### src/ooo_pkg.sv
`default_nettype none

package ooo_pkg;

    // core sizing
    localparam int ROB_DEPTH = 16;
    localparam int TAG_W     = 4;
    localparam int XLEN      = 32;
    localparam int RD_W      = 5;
    localparam int SB_DEPTH  = 4;
    localparam int SB_IDX_W  = $clog2(SB_DEPTH);

    typedef enum logic [2:0] {
        OP_ADD = 3'd0,
        OP_SUB = 3'd1,
        OP_AND = 3'd2,
        OP_XOR = 3'd3,
        OP_BEQ = 3'd4,
        OP_SW  = 3'd5
    } op_e;

    // operands already read by the front end
    typedef struct packed {
        op_e             op;
        logic [RD_W-1:0] rd;
        logic [XLEN-1:0] a;
        logic [XLEN-1:0] b;
        logic [XLEN-1:0] pc;
        logic [XLEN-1:0] target;
        logic            pred_taken;
    } instr_t;

    typedef struct packed {
        logic             valid;
        logic [TAG_W-1:0] tag;
        instr_t           instr;
    } exec_req_t;

    typedef struct packed {
        logic             valid;
        logic [TAG_W-1:0] tag;
        logic [XLEN-1:0]  value;
        logic             taken;
    } cdb_pkt_t;

    typedef struct packed {
        logic            valid;
        logic [RD_W-1:0] rd;
        logic [XLEN-1:0] value;
    } commit_t;

    typedef struct packed {
        logic            valid;
        logic [XLEN-1:0] addr;
        logic [XLEN-1:0] data;
    } mem_wr_t;

endpackage

`default_nettype wire

### src/alu_unit.sv
`timescale 1ns/100ps
`default_nettype none

module alu_unit (
    input  logic                clk,
    input  logic                rst,
    input  ooo_pkg::exec_req_t  req,
    input  logic                flush,
    output ooo_pkg::cdb_pkt_t   pkt
);
    import ooo_pkg::*;

    cdb_pkt_t s1_next;
    cdb_pkt_t s1;

    // stage one
    always_comb begin
        s1_next.valid = req.valid;
        s1_next.tag   = req.tag;
        s1_next.value = '0;
        s1_next.taken = 1'b0;
        case (req.instr.op)
            OP_ADD: begin
                s1_next.value = req.instr.a + req.instr.b;
            end
            OP_SUB: begin
                s1_next.value = req.instr.a - req.instr.b;
            end
            OP_AND: begin
                s1_next.value = req.instr.a & req.instr.b;
            end
            OP_XOR: begin
                s1_next.value = req.instr.a ^ req.instr.b;
            end
            OP_BEQ: begin
                // branch outcome only, no register result
                s1_next.taken = req.instr.a == req.instr.b;
            end
            default: begin
                s1_next.value = '0;
            end
        endcase
    end

    // stage two holds the packet for the arbiter
    always_ff @(posedge clk) begin
        s1  <= s1_next;
        pkt <= s1;
        if (rst || flush) begin
            s1.valid  <= 1'b0;
            pkt.valid <= 1'b0;
        end
    end

endmodule

`default_nettype wire

### src/cdb_arbiter.sv
`timescale 1ns/100ps
`default_nettype none

module cdb_arbiter (
    input  logic               clk,
    input  logic               rst,
    input  ooo_pkg::cdb_pkt_t  alu_pkt,
    input  ooo_pkg::cdb_pkt_t  sb_pkt,
    output ooo_pkg::cdb_pkt_t  cdb,
    output logic               sb_grant
);
    import ooo_pkg::*;

    cdb_pkt_t sel;

    // alu cannot stall, so it always wins
    assign sb_grant = sb_pkt.valid && !alu_pkt.valid;

    always_comb begin
        if (alu_pkt.valid) begin
            sel = alu_pkt;
        end else begin
            sel = sb_pkt;
        end
    end

    // registered bus stage
    always_ff @(posedge clk) begin
        cdb <= sel;
        if (rst) begin
            cdb.valid <= 1'b0;
        end
    end

endmodule

`default_nettype wire

### src/ooo_core_top.sv
`timescale 1ns/100ps
`default_nettype none

module ooo_core_top (
    input  logic                      clk,
    input  logic                      rst,
    input  logic                      issue_en,
    input  ooo_pkg::instr_t           issue,
    output logic                      issue_ready,
    output ooo_pkg::commit_t          commit,
    output ooo_pkg::mem_wr_t          mem_wr,
    output logic                      flush,
    output logic [ooo_pkg::XLEN-1:0]  redirect_pc
);
    import ooo_pkg::*;

    exec_req_t alu_req;
    exec_req_t sb_req;
    cdb_pkt_t  alu_pkt;
    cdb_pkt_t  sb_pkt;
    cdb_pkt_t  cdb;
    logic      sb_full;
    logic      sb_grant;
    logic      store_release;

    reorder_buffer u_rob (
        .clk           (clk),
        .rst           (rst),
        .issue_en      (issue_en),
        .issue         (issue),
        .issue_ready   (issue_ready),
        .alu_req       (alu_req),
        .sb_req        (sb_req),
        .sb_full       (sb_full),
        .cdb           (cdb),
        .commit        (commit),
        .store_release (store_release),
        .flush         (flush),
        .redirect_pc   (redirect_pc)
    );

    alu_unit u_alu (
        .clk   (clk),
        .rst   (rst),
        .req   (alu_req),
        .flush (flush),
        .pkt   (alu_pkt)
    );

    store_buffer u_sb (
        .clk           (clk),
        .rst           (rst),
        .req           (sb_req),
        .grant         (sb_grant),
        .store_release (store_release),
        .flush         (flush),
        .full          (sb_full),
        .pkt           (sb_pkt),
        .mem_wr        (mem_wr)
    );

    cdb_arbiter u_arb (
        .clk      (clk),
        .rst      (rst),
        .alu_pkt  (alu_pkt),
        .sb_pkt   (sb_pkt),
        .cdb      (cdb),
        .sb_grant (sb_grant)
    );

endmodule

`default_nettype wire

### src/reorder_buffer.sv
`timescale 1ns/100ps
`default_nettype none

module reorder_buffer (
    input  logic                         clk,
    input  logic                         rst,
    input  logic                         issue_en,
    input  ooo_pkg::instr_t              issue,
    output logic                         issue_ready,
    output ooo_pkg::exec_req_t           alu_req,
    output ooo_pkg::exec_req_t           sb_req,
    input  logic                         sb_full,
    input  ooo_pkg::cdb_pkt_t            cdb,
    output ooo_pkg::commit_t             commit,
    output logic                         store_release,
    output logic                         flush,
    output logic [ooo_pkg::XLEN-1:0]     redirect_pc
);
    import ooo_pkg::*;

    typedef enum logic [1:0] {
        K_ARITH,
        K_BRANCH,
        K_STORE
    } kind_e;

    typedef struct packed {
        logic [RD_W-1:0] rd;
        logic [XLEN-1:0] value;
        logic [XLEN-1:0] pc;
        logic [XLEN-1:0] target;
        logic            pred_taken;
        logic            taken;
        logic            done;
        kind_e           kind;
    } rob_entry_t;

    rob_entry_t ent [ROB_DEPTH];
    logic [ROB_DEPTH-1:0] ent_valid;

    logic [TAG_W-1:0] head;
    logic [TAG_W-1:0] tail;
    logic [TAG_W:0]   count;

    rob_entry_t new_ent;
    rob_entry_t head_ent;
    logic       rob_full;
    logic       accept;
    logic       retire;
    logic       mispredict;

    assign rob_full = count == (TAG_W + 1)'(ROB_DEPTH);

    // stores also need room in the store buffer
    assign issue_ready = !rob_full && !flush && !(issue.op == OP_SW && sb_full);
    assign accept      = issue_en && issue_ready;

    // dispatch in the same cycle as allocation
    always_comb begin
        alu_req.valid = accept && issue.op != OP_SW;
        alu_req.tag   = tail;
        alu_req.instr = issue;
        sb_req.valid  = accept && issue.op == OP_SW;
        sb_req.tag    = tail;
        sb_req.instr  = issue;
    end

    always_comb begin
        new_ent.rd         = issue.rd;
        new_ent.value      = '0;
        new_ent.pc         = issue.pc;
        new_ent.target     = issue.target;
        new_ent.pred_taken = issue.pred_taken;
        new_ent.taken      = 1'b0;
        new_ent.done       = 1'b0;
        case (issue.op)
            OP_SW:   new_ent.kind = K_STORE;
            OP_BEQ:  new_ent.kind = K_BRANCH;
            default: new_ent.kind = K_ARITH;
        endcase
    end

    assign head_ent = ent[head];

    // store data already sits in the store buffer, so no need to wait
    assign retire     = count != '0 && (head_ent.kind == K_STORE || head_ent.done);
    assign mispredict = retire && head_ent.kind == K_BRANCH &&
                        head_ent.taken != head_ent.pred_taken;

    always_comb begin
        commit.valid  = retire && head_ent.kind == K_ARITH;
        commit.rd     = head_ent.rd;
        commit.value  = head_ent.value;
        store_release = retire && head_ent.kind == K_STORE;
    end

    always_ff @(posedge clk) begin
        if (rst) begin
            head      <= '0;
            tail      <= '0;
            count     <= '0;
            ent_valid <= '0;
            flush     <= 1'b0;
        end else begin
            flush <= mispredict;
            if (mispredict) begin
                // whole window is younger than the branch
                head      <= '0;
                tail      <= '0;
                count     <= '0;
                ent_valid <= '0;
            end else begin
                // stale packets after a flush find no live entry
                if (cdb.valid && ent_valid[cdb.tag]) begin
                    ent[cdb.tag].value <= cdb.value;
                    ent[cdb.tag].taken <= cdb.taken;
                    ent[cdb.tag].done  <= 1'b1;
                end
                if (accept) begin
                    ent[tail]       <= new_ent;
                    ent_valid[tail] <= 1'b1;
                    tail            <= tail + TAG_W'(1);
                end
                if (retire) begin
                    ent_valid[head] <= 1'b0;
                    head            <= head + TAG_W'(1);
                end
                count <= count + (TAG_W + 1)'(accept) - (TAG_W + 1)'(retire);
            end
        end
    end

    // fall-through or taken path of the resolved branch
    always_ff @(posedge clk) begin
        if (mispredict) begin
            redirect_pc <= head_ent.taken ? head_ent.target : head_ent.pc + 32'd4;
        end
    end

endmodule

`default_nettype wire

### src/store_buffer.sv
`timescale 1ns/100ps
`default_nettype none

module store_buffer (
    input  logic                clk,
    input  logic                rst,
    input  ooo_pkg::exec_req_t  req,
    input  logic                grant,
    input  logic                store_release,
    input  logic                flush,
    output logic                full,
    output ooo_pkg::cdb_pkt_t   pkt,
    output ooo_pkg::mem_wr_t    mem_wr
);
    import ooo_pkg::*;

    typedef struct packed {
        logic [TAG_W-1:0] tag;
        logic [XLEN-1:0]  addr;
        logic [XLEN-1:0]  data;
    } sb_entry_t;

    sb_entry_t q [SB_DEPTH];

    // order in the ring is head, cmt_ptr, tail
    logic [SB_IDX_W-1:0] head;
    logic [SB_IDX_W-1:0] cmt_ptr;
    logic [SB_IDX_W-1:0] tail;
    logic [SB_IDX_W-1:0] rep_idx;

    logic [SB_IDX_W:0] n_com;
    logic [SB_IDX_W:0] n_unc;
    logic [SB_IDX_W:0] n_rep;
    logic [SB_IDX_W:0] n_rep_inc;
    logic [SB_IDX_W:0] n_total;

    logic push;
    logic drain;

    assign n_total = n_com + n_unc;
    assign full    = n_total == (SB_IDX_W + 1)'(SB_DEPTH);
    assign push    = req.valid && !flush;
    assign drain   = n_com != '0;

    // oldest uncommitted store not yet on the bus
    assign rep_idx = cmt_ptr + n_rep[SB_IDX_W-1:0];

    always_comb begin
        pkt.valid = n_rep < n_unc;
        pkt.tag   = q[rep_idx].tag;
        pkt.value = q[rep_idx].data;
        pkt.taken = 1'b0;
    end

    // a committed store never needs its report
    assign n_rep_inc = n_rep + (SB_IDX_W + 1)'(grant);

    always_ff @(posedge clk) begin
        if (rst) begin
            head    <= '0;
            cmt_ptr <= '0;
            tail    <= '0;
            n_com   <= '0;
            n_unc   <= '0;
            n_rep   <= '0;
        end else begin
            if (drain) begin
                head <= head + SB_IDX_W'(1);
            end
            if (store_release) begin
                cmt_ptr <= cmt_ptr + SB_IDX_W'(1);
            end
            n_com <= n_com + (SB_IDX_W + 1)'(store_release) - (SB_IDX_W + 1)'(drain);
            if (flush) begin
                // committed stores still go to memory
                tail  <= cmt_ptr;
                n_unc <= '0;
                n_rep <= '0;
            end else begin
                if (push) begin
                    tail <= tail + SB_IDX_W'(1);
                end
                n_unc <= n_unc + (SB_IDX_W + 1)'(push) - (SB_IDX_W + 1)'(store_release);
                if (store_release && n_rep_inc != '0) begin
                    n_rep <= n_rep_inc - (SB_IDX_W + 1)'(1);
                end else begin
                    n_rep <= n_rep_inc;
                end
            end
        end
    end

    always_ff @(posedge clk) begin
        if (push) begin
            q[tail] <= '{tag: req.tag, addr: req.instr.a, data: req.instr.b};
        end
    end

    // one memory write per cycle, in release order
    always_ff @(posedge clk) begin
        if (rst) begin
            mem_wr.valid <= 1'b0;
        end else begin
            mem_wr.valid <= drain;
        end
        if (drain) begin
            mem_wr.addr <= q[head].addr;
            mem_wr.data <= q[head].data;
        end
    end

endmodule

`default_nettype wire

### config.mk
export PLATFORM = sky130hd
export DESIGN_NAME = ooo_core_top
export DESIGN_NICKNAME = d
export VERILOG_FILES = /design/src/ooo_pkg.sv /design/src/alu_unit.sv /design/src/cdb_arbiter.sv /design/src/ooo_core_top.sv /design/src/reorder_buffer.sv /design/src/store_buffer.sv
export SDC_FILE = /design/constraint.sdc
export NUM_CORES = 2
export LEC_CHECK = 0
export BUFFER_PORTS_ARGS = -buffer_cell sky130_fd_sc_hd__buf_4
export CORE_MARGIN = 10
export CORE_UTILIZATION = 50
export DETAILED_ROUTE_END_ITERATION = 10
export PLACE_DENSITY = 0.66
export SETUP_SLACK_MARGIN = 0.15
export SLEW_MARGIN = 30
export SYNTH_ARGS = -nofsm -noshare
export SYNTH_HDL_FRONTEND = slang
export SYNTH_SLANG_ARGS = --single-unit
export TNS_END_PERCENT = 50
### constraint.sdc
create_clock -name clk -period 5.3 [get_ports clk]
set_input_delay 1.06 -clock clk [delete_from_list [all_inputs] [get_ports clk]]
set_output_delay 1.06 -clock clk [all_outputs]
set_load 0.03 [all_outputs]
==> results.md <==
* Status: finished, final reports clean
* Clock transition at path regs at approximately 60 ps
* Cell Rows at 156
* Sink Count at 2,228
* Vias at around 51,000
* Top_reg_cell synth: edfxtp_1
* Critical-path cell list: buf_4, buf_6, mux4_2, mux4_2, buf_4
* Commonest non-fill, non-tap cell in the layout: edfxtp_1
* CTS Buf Count at 219
* Max-cap violations at 0
* Via-to-Cell Ratio at 6.065
* Max IR drop VDD at 0.3778 mV
* First-pass GRT wire length at 344.6 mm
* Worst hold-check path type: reg2reg
* Initial Util at 50.18%
* Critical Path AT at roughly 3800 ps
* Sequential area share after synthesis at 66.02%
* H-tree Lvls at 4
* Synth Instances at 5,517
* Clock Path Buffers at 3
* Bufs and invs on worst path at 3
* Drt wl/cell at 27.88 um
* Crit share post-route at 92.04%
* Syn. warnings at 0
* Residual DRC count at 0
* Fin nets at between 6,000 and 7,000
* CP max stage delay at approximately 670 ps
* Slowest CP cell: dfxtp_4
* Post-synth EDFFs at 1,520
* PortBufs at 276
* Root Buffer: clkbuf_16
* Post-synthesis instance area at 0.09060 mm^2
* Setup-failing EPs final at 0
* Buffer count from post-CTS setup fixing at 0
* Post-Route WL at 232.5 mm
* Critical path class: reg2out
* Slew @ Worst Pin at 917.5 ps
* Synth Net Count at 5,758
* Dominant cell type by area after synthesis: edfxtp_1
* Synth unique cells at 86
* Most frequent cells in the layout: 1,520 x edfxtp_1, 701 x dfxtp_1, 631 x mux4_2
* CP required at 4240 ps
* Setup_tns at 0 ps
* Filler Cell Count at 13,700
* Async SR Flop Fraction at 0%
* WHS at ~320 ps
* Reg area at 0.05984 mm^2
* Router iterations before antenna repair at 6
* Pre-CTS WS at 635.4 ps
* Initial antenna violation count at 22
* Fin worst setup slack at 421.8 ps
* Num ports at 277
* Final min period at a little under 5000 ps
* Grt ovf at 0
* Die area at 0.1986 mm^2
* Synthesis-to-finish area growth at 13.43%
* Kind of launch point of the worst setup path: flip-flop
* GP Congestion at approximately 0.91
* Final HPWL DP at 132.1 mm
* Area of the multi-input gates at ~0.029 mm^2
* CTS tree: yes
* Slew Limit Fails at 0
* Relative slew slack at 38.83%
* Total track usage at 23.16%
* Syn Area/Cell at 16.42 um^2
* Top cell type's share of synthesized area at 50.38%
* DR iter-0 viols at 5,163
* Die Y at 445.7 um
* Pin count of the biggest net entering global routing at 109
* Die width at between 400 and 500 um
* Leakage Power at between 0.03 and 0.04 uW
* Setup Skew at 29.11 ps
* Post-route ant nets at 0
* Final cell count without fillers at 8,339
* Core ar. at 0.1805 mm^2
* Cells after DPL at 7,919
* Ranking of synthesized cells by area: edfxtp_1 50%, mux4_2 16%, dfxtp_1 16%, mux2i_1 4.9%, nor2_1 2.3%
* Share of cells above drive strength 1 at between 20% and 30%
* CP delay by family, top: multiplexers
* Critical-path maximum fanout at 40
* F_max at ~0.2 GHz
* Worst-Skew Late Latency at 870 ps
* #FFs+latches synth at 2,228
* Fin. Hold Viols at 0
* Vias in the first global route at 50,790
* Power per Cell Area at roughly 430 mW/mm^2
* RSZ-0062 raised after global routing: false
* Post-layout util at 56.92%
* Setup crit end kind: output port
per-layer routing:
| layer | vias up | routed length (um) | global-route usage (%) |
|---|---|---|---|
| met5 | - | 108 | 0 |
| met3 | 403 | 16840 | 4.329 |
| met1 | 26430 | 96830 | 32.38 |
| met2 | 1988 | 111800 | 37.11 |
| met4 | 16 | 6938 | 6.973 |
| li1 | 21740 | - | - |
registers in the layout (all words and copies together), names as in the netlist, 3 cells and up, named ones only:
register and count:
u_rob.redirect_pc 32, u_sb.mem_wr 65, u_rob.ent_valid 16, u_sb.n_rep 3, u_rob.tail 4, u_alu.s1 38, u_sb.n_unc 3, u_sb.q 272
u_rob.count 5, u_rob.head 4, u_sb.n_com 3, u_alu.pkt 38, u_rob.ent 1696, u_arb.cdb 38
worst paths after layout:
path	end	slack [ps]	start	cells past startpoint
setup / recovery	commit[11]	420	flip-flop	5
setup reg to reg	u_rob.ent[14][93]	930	flip-flop	11
hold reg to reg	u_alu.pkt[36]	320	u_alu.s1[36]	0
hold / removal	u_alu.pkt[36]	320	u_alu.s1[36]	0
metrics by stage:
step	cell area [um^2]	power, uW
2_1_floorplan	90600	26160
3_3_place_gp	95430	28860
3_5_place_dp	95430	28950
4_1_cts	102700	44420
5_1_grt	102800	45700
6_report	102800	44060
cells by family (layout without fill, tap and decap cells):
| family | count (synthesis) | in the layout | share of synthesized area (%) |
|---|---|---|---|
| and+or+nand+nor | 1095 | 1095 | 5.198 |
| other | 0 | 6 | 0 |
| muxes | 1122 | 1122 | 21.18 |
| AOI/OAI and AO/OA | 437 | 437 | 2.882 |
| adders and majority gates | 101 | 101 | 1.445 |
| buffers and inverters | 463 | 909 | 2.574 |
| xor gates and xnor gates | 71 | 71 | 0.6947 |
| DFF | 2228 | 2228 | 66.02 |
area by class of cell:
| type | instances | area share, % |
|---|---|---|
| clock inverter | 102 | 1.103 |
| clock buffer | 311 | 5.995 |
| multi-input combinational | 2826 | 27.85 |
| antenna | 6 | 0.01461 |
| sequential | 2228 | 58.23 |
| inverter | 105 | 0.3835 |
| timing repair buffer | 391 | 3.537 |
| tap | 2370 | 2.886 |
report_power, final:
part	internal [uW]	leakage [uW]	total (uW)	switching [uW]
registers	19600	0.0195	20800	1160
logic	3470	0.0149	7720	4250
clock network	8910	0.00354	15500	6620
synth_stat cells (all sizes together), types with 5 or more instances:
| cell | number |
|---|---|
| mux2i | 448 |
| nor2b | 24 |
| nor4 | 10 |
| o21ai | 94 |
| a211oi | 21 |
| nand3 | 39 |
| mux2 | 43 |
| and3 | 18 |
| a21o | 15 |
| a221oi | 5 |
| clkbuf | 145 |
| nand2 | 321 |
| nor3b | 5 |
| nand2b | 14 |
| and4 | 5 |
| edfxtp | 1520 |
| a31oi | 15 |
| or4 | 5 |
| o21bai | 8 |
| fa | 6 |
| nor2 | 570 |
| inv | 104 |
| dfxtp | 708 |
| xnor2 | 45 |
| nor3 | 38 |
| o22ai | 12 |
| o211ai | 7 |
| and2 | 17 |
| o31a | 5 |
| o31ai | 11 |
| mux4 | 631 |
| nand4 | 14 |
| xor2 | 26 |
| buf | 213 |
| ha | 95 |
| a21oi | 191 |
repair_timing:
| action | 4_1_cts | 5_1_grt |
|---|---|---|
| endpoints found under the setup margin | 13 | 0 |
| hold buffers | 0 | 0 |
| resized for setup | 1 | 0 |
| hold endpoints to repair | 0 | 0 |
Note: power is estimated with default switching activity, not from simulation.
